$ cat src/common/cpu16_cfg.svh
`ifndef CPU16_CFG_SVH
`define CPU16_CFG_SVH

// width of a data word and of each register.
`define CPU16_BITS 16

// register select width, giving sixteen registers.
`define CPU16_REG_BITS 4

// instruction bus is word addressed.
`define CPU16_ADDR_BITS 16

// address of the first fetch after reset.
`define CPU16_RESET_PC 16'h0000

// width of the address presented on the port bus.
`define CPU16_PORT_BITS 16

`endif
$ cat src/common/cpu16_pkg.sv
`include "cpu16_cfg.svh"

package cpu16_pkg;

	// data, address, register select and immediate widths.
	typedef logic [`CPU16_BITS - 1:0] word_t;
	typedef logic [`CPU16_ADDR_BITS - 1:0] addr_t;
	typedef logic [`CPU16_REG_BITS - 1:0] reg_sel_t;
	typedef logic [7:0] imm8_t;

	// instruction class in bits 15..12.
	typedef enum logic [3:0] {
		op_nop  = 4'h0,
		op_add  = 4'h1,
		op_sub  = 4'h2,
		op_and  = 4'h3,
		op_or   = 4'h4,
		op_xor  = 4'h5,
		op_shl  = 4'h6,
		op_ldi  = 4'h7,
		op_br   = 4'h8,
		op_out  = 4'h9,
		op_in   = 4'ha,
		op_halt = 4'hb
	} opcode_t;

	// branch condition in the rd field of br.
	typedef enum logic [3:0] {
		cond_always = 4'h0,
		cond_z      = 4'h1,
		cond_nz     = 4'h2,
		cond_c      = 4'h3,
		cond_nc     = 4'h4,
		cond_s      = 4'h5,
		cond_ns     = 4'h6
	} cond_t;

	// instruction bus request machine.
	typedef enum logic [1:0] {
		fetch_request,
		fetch_wait_done,
		fetch_halted
	} fetch_state_t;

endpackage

$ cat src/common/cpu16_stage_if.sv
`timescale 1ns/100ps

// one decoded instruction passed between two stages.
interface cpu16_stage_if;

	// valid is a one cycle pulse with every field stable.
	logic valid;
	cpu16_pkg::opcode_t opcode;
	cpu16_pkg::reg_sel_t rd;
	// register a value before execute and the result after it.
	cpu16_pkg::word_t ra_val;
	cpu16_pkg::word_t rb_val;
	cpu16_pkg::imm8_t imm8;
	cpu16_pkg::reg_sel_t port_num;
	cpu16_pkg::addr_t pc;

	// the receiver always accepts, so no ready comes back.
	modport sender(output valid, opcode, rd, ra_val, rb_val, imm8, port_num, pc);
	modport receiver(input valid, opcode, rd, ra_val, rb_val, imm8, port_num, pc);

endinterface

$ cat src/source/cpu16_top.sv
`timescale 1ns/100ps
`include "cpu16_cfg.svh"

module cpu16_top (
	input  logic                           CLK,
	input  logic                           rst_n,

	output cpu16_pkg::addr_t               memory_address,
	input  cpu16_pkg::word_t               memory_in,
	output logic                           memory_valid,
	input  logic                           memory_ready,

	output logic [`CPU16_PORT_BITS - 1:0]  port_address,
	output cpu16_pkg::word_t               port_out,
	input  cpu16_pkg::word_t               port_in,
	output logic                           port_rd,
	output logic                           port_wr,

	output logic                           halted
);

	// fetch to decode.
	logic instr_valid;
	cpu16_pkg::word_t instr;
	cpu16_pkg::addr_t instr_pc;

	// execute back to fetch.
	logic branch_taken;
	cpu16_pkg::addr_t branch_target;
	logic halt;

	// result back to fetch and the register file.
	logic done;
	logic wr_en;
	cpu16_pkg::reg_sel_t wr_sel;
	cpu16_pkg::word_t wr_data;

	cpu16_stage_if dec_ex ();
	cpu16_stage_if ex_res ();

	cpu16_fetch cpu_fet0 (
		.CLK(CLK), .rst_n(rst_n),
		.memory_address(memory_address), .memory_in(memory_in),
		.memory_valid(memory_valid), .memory_ready(memory_ready),
		.instr_valid(instr_valid), .instr(instr), .instr_pc(instr_pc),
		.branch_taken(branch_taken), .branch_target(branch_target),
		.halt(halt), .done(done), .halted(halted)
	);

	cpu16_decode cpu_dec0 (
		.CLK(CLK), .rst_n(rst_n),
		.instr_valid(instr_valid), .instr(instr), .instr_pc(instr_pc),
		.wr_en(wr_en), .wr_sel(wr_sel), .wr_data(wr_data),
		.s(dec_ex.sender)
	);

	cpu16_execute cpu_exec0 (
		.CLK(CLK), .rst_n(rst_n),
		.d(dec_ex.receiver), .r(ex_res.sender),
		.port_address(port_address), .port_out(port_out),
		.port_rd(port_rd), .port_wr(port_wr),
		.branch_taken(branch_taken), .branch_target(branch_target), .halt(halt)
	);

	cpu16_result cpu_res0 (
		.CLK(CLK), .rst_n(rst_n),
		.x(ex_res.receiver), .port_in(port_in),
		.wr_en(wr_en), .wr_sel(wr_sel), .wr_data(wr_data), .done(done)
	);

endmodule

$ cat src/source/cpu16_result.sv
`timescale 1ns/100ps

module cpu16_result (
	input  logic                   CLK,
	input  logic                   rst_n,
	cpu16_stage_if.receiver        x,
	input  cpu16_pkg::word_t       port_in,
	output logic                   wr_en,
	output cpu16_pkg::reg_sel_t    wr_sel,
	output cpu16_pkg::word_t       wr_data,
	output logic                   done
);

	logic writes;
	logic take_port;
	cpu16_pkg::word_t wb_value;

	// instructions that produce a register value.
	always_comb begin
		case (x.opcode)
			cpu16_pkg::op_add, cpu16_pkg::op_sub, cpu16_pkg::op_and,
			cpu16_pkg::op_or, cpu16_pkg::op_xor, cpu16_pkg::op_shl,
			cpu16_pkg::op_ldi, cpu16_pkg::op_in: writes = 1'b1;
			default: writes = 1'b0;
		endcase
	end

	always_ff @(posedge CLK or negedge rst_n) begin
		if (!rst_n) begin
			wr_en <= 1'b0;
			done <= 1'b0;
			take_port <= 1'b0;
		end else begin
			wr_en <= x.valid && writes;
			// halt ends with halted instead.
			done <= x.valid && (x.opcode != cpu16_pkg::op_halt);
			take_port <= x.valid && (x.opcode == cpu16_pkg::op_in);
		end
	end

	always_ff @(posedge CLK) begin
		if (x.valid) begin
			wr_sel <= x.rd;
			wb_value <= x.ra_val;
		end
	end

	// port_in is valid in the cycle after port_rd.
	assign wr_data = take_port ? port_in : wb_value;

endmodule

$ cat src/source/cpu16_execute.sv
`timescale 1ns/100ps
`include "cpu16_cfg.svh"

module cpu16_execute (
	input  logic                          CLK,
	input  logic                          rst_n,
	cpu16_stage_if.receiver               d,
	cpu16_stage_if.sender                 r,
	output logic [`CPU16_PORT_BITS - 1:0] port_address,
	output cpu16_pkg::word_t              port_out,
	output logic                          port_rd,
	output logic                          port_wr,
	output logic                          branch_taken,
	output cpu16_pkg::addr_t              branch_target,
	output logic                          halt
);

	// top bit is carry, borrow or the bit shifted out.
	logic [`CPU16_BITS:0] alu_wide;
	logic is_alu;
	logic cond_ok;
	logic flag_z;
	logic flag_c;
	logic flag_s;
	cpu16_pkg::addr_t target;

	always_comb begin
		is_alu = 1'b1;
		case (d.opcode)
			cpu16_pkg::op_add: alu_wide = {1'b0, d.ra_val} + {1'b0, d.rb_val};
			cpu16_pkg::op_sub: alu_wide = {1'b0, d.ra_val} - {1'b0, d.rb_val};
			cpu16_pkg::op_and: alu_wide = {1'b0, d.ra_val & d.rb_val};
			cpu16_pkg::op_or:  alu_wide = {1'b0, d.ra_val | d.rb_val};
			cpu16_pkg::op_xor: alu_wide = {1'b0, d.ra_val ^ d.rb_val};
			cpu16_pkg::op_shl: alu_wide = {d.ra_val, 1'b0};
			cpu16_pkg::op_ldi: begin
				// the immediate is zero extended and leaves the flags alone.
				alu_wide = {{(`CPU16_BITS - 7){1'b0}}, d.imm8};
				is_alu = 1'b0;
			end
			default: begin
				alu_wide = '0;
				is_alu = 1'b0;
			end
		endcase
	end

	always_comb begin
		case (cpu16_pkg::cond_t'(d.rd))
			cpu16_pkg::cond_always: cond_ok = 1'b1;
			cpu16_pkg::cond_z:      cond_ok = flag_z;
			cpu16_pkg::cond_nz:     cond_ok = !flag_z;
			cpu16_pkg::cond_c:      cond_ok = flag_c;
			cpu16_pkg::cond_nc:     cond_ok = !flag_c;
			cpu16_pkg::cond_s:      cond_ok = flag_s;
			cpu16_pkg::cond_ns:     cond_ok = !flag_s;
			default:                cond_ok = 1'b0;
		endcase
	end

	// signed offset from the address after the branch.
	assign target = d.pc + 1'b1 + {{(`CPU16_ADDR_BITS - 8){d.imm8[7]}}, d.imm8};

	always_ff @(posedge CLK or negedge rst_n) begin
		if (!rst_n) begin
			{flag_z, flag_c, flag_s} <= 3'b000;
			r.valid <= 1'b0;
			port_rd <= 1'b0;
			port_wr <= 1'b0;
			branch_taken <= 1'b0;
			halt <= 1'b0;
		end else begin
			// only alu operations move the flags.
			if (d.valid && is_alu) begin
				flag_z <= (alu_wide[`CPU16_BITS - 1:0] == '0);
				flag_c <= alu_wide[`CPU16_BITS];
				flag_s <= alu_wide[`CPU16_BITS - 1];
			end
			r.valid <= d.valid;
			port_wr <= d.valid && (d.opcode == cpu16_pkg::op_out);
			port_rd <= d.valid && (d.opcode == cpu16_pkg::op_in);
			branch_taken <= d.valid && (d.opcode == cpu16_pkg::op_br) && cond_ok;
			halt <= d.valid && (d.opcode == cpu16_pkg::op_halt);
		end
	end

	always_ff @(posedge CLK) begin
		if (d.valid) begin
			r.opcode <= d.opcode;
			r.rd <= d.rd;
			r.ra_val <= alu_wide[`CPU16_BITS - 1:0];
			// no second operand past this stage.
			r.rb_val <= '0;
			r.imm8 <= d.imm8;
			r.port_num <= d.port_num;
			r.pc <= d.pc;
			port_address <= {{(`CPU16_PORT_BITS - `CPU16_REG_BITS){1'b0}}, d.port_num};
			// decode put rd on port a for out.
			port_out <= d.ra_val;
			branch_target <= target;
		end
	end

endmodule

$ cat src/source/cpu16_decode.sv
`timescale 1ns/100ps
`include "cpu16_cfg.svh"

module cpu16_decode (
	input  logic                   CLK,
	input  logic                   rst_n,
	input  logic                   instr_valid,
	input  cpu16_pkg::word_t       instr,
	input  cpu16_pkg::addr_t       instr_pc,
	input  logic                   wr_en,
	input  cpu16_pkg::reg_sel_t    wr_sel,
	input  cpu16_pkg::word_t       wr_data,
	cpu16_stage_if.sender          s
);

	localparam int reg_count = 2 ** `CPU16_REG_BITS;

	cpu16_pkg::word_t regs [reg_count];
	cpu16_pkg::opcode_t opcode;
	cpu16_pkg::reg_sel_t rd;
	cpu16_pkg::reg_sel_t ra;
	cpu16_pkg::reg_sel_t rb;
	cpu16_pkg::reg_sel_t a_sel;

	// field split.
	assign opcode = cpu16_pkg::opcode_t'(instr[15:12]);
	assign rd = instr[11:8];
	assign ra = instr[7:4];
	assign rb = instr[3:0];

	// out reads rd on port a and all other opcodes read ra.
	assign a_sel = (opcode == cpu16_pkg::op_out) ? rd : ra;

	// register file with one write port from result.
	always_ff @(posedge CLK or negedge rst_n) begin
		if (!rst_n) begin
			for (int i = 0; i < reg_count; i++)
				regs[i] <= '0;
		end else if (wr_en) begin
			regs[wr_sel] <= wr_data;
		end
	end

	always_ff @(posedge CLK or negedge rst_n) begin
		if (!rst_n)
			s.valid <= 1'b0;
		else
			s.valid <= instr_valid;
	end

	// two read ports sampled with the instruction.
	always_ff @(posedge CLK) begin
		if (instr_valid) begin
			s.opcode <= opcode;
			s.rd <= rd;
			s.ra_val <= regs[a_sel];
			s.rb_val <= regs[rb];
			s.imm8 <= instr[7:0];
			// port number sits in the rb field.
			s.port_num <= rb;
			s.pc <= instr_pc;
		end
	end

endmodule

$ cat src/source/cpu16_fetch.sv
`timescale 1ns/100ps
`include "cpu16_cfg.svh"

module cpu16_fetch (
	input  logic                  CLK,
	input  logic                  rst_n,
	output cpu16_pkg::addr_t      memory_address,
	input  cpu16_pkg::word_t      memory_in,
	output logic                  memory_valid,
	input  logic                  memory_ready,
	output logic                  instr_valid,
	output cpu16_pkg::word_t      instr,
	output cpu16_pkg::addr_t      instr_pc,
	input  logic                  branch_taken,
	input  cpu16_pkg::addr_t      branch_target,
	input  logic                  halt,
	input  logic                  done,
	output logic                  halted
);

	cpu16_pkg::fetch_state_t state;
	cpu16_pkg::addr_t pc;
	// branch target held from execute until done arrives.
	cpu16_pkg::addr_t target;
	logic br_pending;

	// the address stays on the bus for the whole request.
	assign memory_address = pc;
	// decode captures the word at the ready edge.
	assign instr_valid = memory_valid && memory_ready;
	assign instr = memory_in;
	assign instr_pc = pc;
	assign halted = (state == cpu16_pkg::fetch_halted);

	always_ff @(posedge CLK or negedge rst_n) begin
		if (!rst_n) begin
			state <= cpu16_pkg::fetch_request;
			pc <= `CPU16_RESET_PC;
			memory_valid <= 1'b0;
			br_pending <= 1'b0;
		end else begin
			if (branch_taken)
				br_pending <= 1'b1;
			case (state)
				cpu16_pkg::fetch_request: begin
					// the first request follows reset and holds until ready.
					if (instr_valid) begin
						memory_valid <= 1'b0;
						state <= cpu16_pkg::fetch_wait_done;
					end else begin
						memory_valid <= 1'b1;
					end
				end
				cpu16_pkg::fetch_wait_done: begin
					if (halt) begin
						state <= cpu16_pkg::fetch_halted;
					end else if (done) begin
						// the next address is the branch target or pc plus one.
						pc <= br_pending ? target : pc + 1'b1;
						br_pending <= 1'b0;
						memory_valid <= 1'b1;
						state <= cpu16_pkg::fetch_request;
					end
				end
				// stays here until reset.
				default: memory_valid <= 1'b0;
			endcase
		end
	end

	always_ff @(posedge CLK) begin
		if (branch_taken)
			target <= branch_target;
	end

endmodule

$ cat config.mk
export PLATFORM = sky130hd
export DESIGN_NAME = cpu16_top
export DESIGN_NICKNAME = d
export VERILOG_FILES = /design/src/common/cpu16_pkg.sv /design/src/common/cpu16_stage_if.sv /design/src/source/cpu16_top.sv /design/src/source/cpu16_result.sv /design/src/source/cpu16_execute.sv /design/src/source/cpu16_decode.sv /design/src/source/cpu16_fetch.sv
export VERILOG_INCLUDE_DIRS = /design/src /design/src/common
export SDC_FILE = /design/constraint.sdc
export NUM_CORES = 1
export LEC_CHECK = 0
export BUFFER_PORTS_ARGS = -buffer_cell sky130_fd_sc_hd__buf_4
export CAP_MARGIN = 20
export CORE_UTILIZATION = 35
export DETAILED_ROUTE_END_ITERATION = 8
export GPL_ROUTABILITY_DRIVEN = 0
export SYNTH_ARGS = -nofsm -noshare
export SYNTH_HDL_FRONTEND = slang
export SYNTH_HIERARCHICAL = 1
export SYNTH_SLANG_ARGS = --single-unit
$ cat constraint.sdc
create_clock -name CLK -period 3.7 [get_ports CLK]
set_input_delay 0 -clock CLK [delete_from_list [all_inputs] [get_ports CLK]]
set_output_delay 0 -clock CLK [all_outputs]
set_load 0.005 [all_outputs]
==> results.sh <==
export IMPL_status="finished with violations"
export IMPL_violations="negative hold slack"
export IMPL_p_leak_uw=0.0111
export IMPL_dp_hpwl_um=42700
export IMPL_core_mm2=0.0670
export IMPL_hp_class="in2async"
export IMPL_relSlewSlack=0.260
export IMPL_track_usage=0.192
export IMPL_dieHeight_um=262
export IMPL_fin_cells=2744
export IMPL_cts_buffers_inserted=50
export IMPL_synth_cells=1759
export IMPL_slew_viol_final=0
export IMPL_power_density_mw_per_mm2=698
export IMPL_drt_total_wl_um=64900
export IMPL_tns_ps=0
export IMPL_cp_end_kind="register"
export IMPL_clkSinkCount=448
export IMPL_fillers=6129
export IMPL_finalNetCount=1933
export IMPL_synth_area_mm2=0.0237
export IMPL_avgRoutedWirePerCell_um=23.7
export IMPL_hold_slack_ps=-7.98
export IMPL_critPathArrivalTime_ps=4040
export IMPL_path_max_fanout=7
export IMPL_worst_pin_slew_ps=1110
export IMPL_htree_levels=2
export IMPL_min_period_ps=3560
export IMPL_num_antenna_cells=0
export IMPL_drtPass1Iterations=7
export IMPL_num_rows=95
export IMPL_cp_start_kind="register"
export IMPL_grt_max_degree=87
export IMPL_initial_utilization=0.353
export IMPL_cts_buffer_depth=3
export IMPL_dieArea_mm2=0.0687
export IMPL_final_hold_violation_count=12
export IMPL_crit_type="reg2reg"
export IMPL_drc=0
export IMPL_ant_nets=0
export IMPL_rsz0062_at_grt="no"
export IMPL_via_per_inst=5.63
export IMPL_max_freq_ghz=0.281
export IMPL_place_area_mm2=0.0252
export IMPL_dp_cells=2622
export IMPL_finalCritPeriodShare=0.961
export IMPL_vias=15500
export IMPL_power_total_uw=19000
export IMPL_stdcell_area_mm2=0.0272
export IMPL_ctsRootBufferMaster="clkbuf_16"
export IMPL_grt_pass1_wl_um=99000
export IMPL_syn_area_per_cell_um2=13.5
export IMPL_ys_warn_count=6
export IMPL_die_w_um=262
export IMPL_portBuffers=74
export IMPL_overflow=0
export IMPL_clkLatencyLatePin_ps=610
export IMPL_crit_required_ps=4190
export IMPL_grt_pass1_vias=15900
export IMPL_clock_skew_ps=33.1
export IMPL_cts_tree="yes"
export IMPL_area_growth_pct=15.0
export IMPL_drive_gt1_frac=0.350
export IMPL_cap_violations=0
export IMPL_io_pins=87
export IMPL_setup_viol=0
export IMPL_vdd_ir_drop_max_mv=0.357
export IMPL_antenna_found_initial=1
export IMPL_drt_iter0_drc=1095
export IMPL_clkTransAtPathRegs_ps=60
layout by cell type (no fill, tap or decap), drive strengths merged, types with 26 or more instances in the layout:
cell type and n:
o21ai 48, mux2 277, a31oi 26, nor2 45
dfrtp 288, buf 140, nand2 135, nand3 33
mux4 113, ha 65, inv 59, a21oi 27
edfxtp 160, xnor2 31, dlygate4sd3 28, clkbuf 70
per-layer routing:
layer | wire (µm) | global-route usage
met1 | 26400 | 0.243
met2 | 32700 | 0.330
met3 | 3530 | 0.0293
met4 | 2310 | 0.0735
met5 | 0 | 0
where the power goes:
| group | total [µW] | internal [µW] | switching [µW] |
|---|---|---|---|
| Sequential | 8190 | 6930 | 1250 |
| Clock | 5170 | 3110 | 2060 |
| Combinational | 5650 | 2960 | 2690 |
critical path, cell delays in order (launching register included):
cell and delay [ps]:
edfxtp_1 430, nand2b_1 230, nor3_4 170, buf_4 190, a21oi_1 60, xnor2_1 130
ha_1 200, nor4_1 310, o21ai_1 150, a21o_1 180, a31o_1 220, or4b_4 560
nor4_4 220, nand4bb_1 170, o32ai_2 220
sequential cells by signal, summed over array words and instances (netlist names), 2 cells and up:
| name | cells |
|---|---|
| cpu_exec0/r.ra_val | 16 |
| cpu_dec0/s.rb_val | 16 |
| cpu_res0/wb_value | 16 |
| cpu_dec0/s.ra_val | 16 |
| cpu_exec0/r.opcode | 4 |
| cpu_exec0/r.rd | 4 |
| cpu_exec0/port_out | 16 |
| cpu_fet0/instr_pc | 16 |
| cpu_fet0/state | 2 |
| cpu_dec0/s.imm8 | 8 |
| cpu_exec0/port_address | 4 |
| cpu_fet0/target | 16 |
| cpu_dec0/s.pc | 16 |
| cpu_dec0/regs | 256 |
| cpu_res0/wr_sel | 4 |
| cpu_exec0/branch_target | 16 |
| cpu_dec0/s.rd | 4 |
| cpu_dec0/s.opcode | 4 |
repair_timing:
action                     4_1_cts  5_1_grt
setup buffers                    0        2
setup endpoints to repair        0        4
resized for setup                0       15
hold endpoints to repair       263        0
hold buffers                    28        0
cell type report:
type	count	area (µm²)	area share
flip-flops and latches	448	12000	0.441
multi-input cells	1106	10800	0.395
repair buffers	168	1440	0.0529
clock buffers	70	1420	0.0521
well taps	873	1090	0.0401
clock inverters	22	300	0.0110
inverters	57	214	0.00785
per-stage QoR:
| stage | worst slack, ps | utilization |
|---|---|---|
| 3_5_place_dp | 112 | 0.376 |
| 4_1_cts | 46.3 | 0.405 |
| 5_1_grt | 14.2 | 0.406 |
| 3_3_place_gp | 144 | 0.375 |
| 6_report | 144 | 0.406 |
| 2_1_floorplan | 49.8 | - |
final timing paths:
check	startpoint	to	slack [ps]	cells past startpoint
hold / removal	rst_n	cpu_fet0/instr_pc[6]$_DFFE_PN0P_	-8	2
min in group CLK	port_in[9]	cpu_dec0/regs[105]$_DFFE_PN0P_	80	3
hold reg to reg	cpu_exec0/branch_target[15]$_DFFE_PP_	cpu_fet0/target[15]$_DFFE_PP_	410	0
setup / recovery	cpu_dec0/s.opcode[0]$_DFFE_PP_	cpu_exec0/flag_z$_DFFE_PN0P_	140	14
setup reg to reg	cpu_dec0/s.opcode[0]$_DFFE_PP_	cpu_exec0/flag_z$_DFFE_PN0P_	140	14
max in group asynchronous	rst_n	cpu_dec0/regs[8]$_DFFE_PN0P_	2680	3
(Power assumes the default switching activity.)
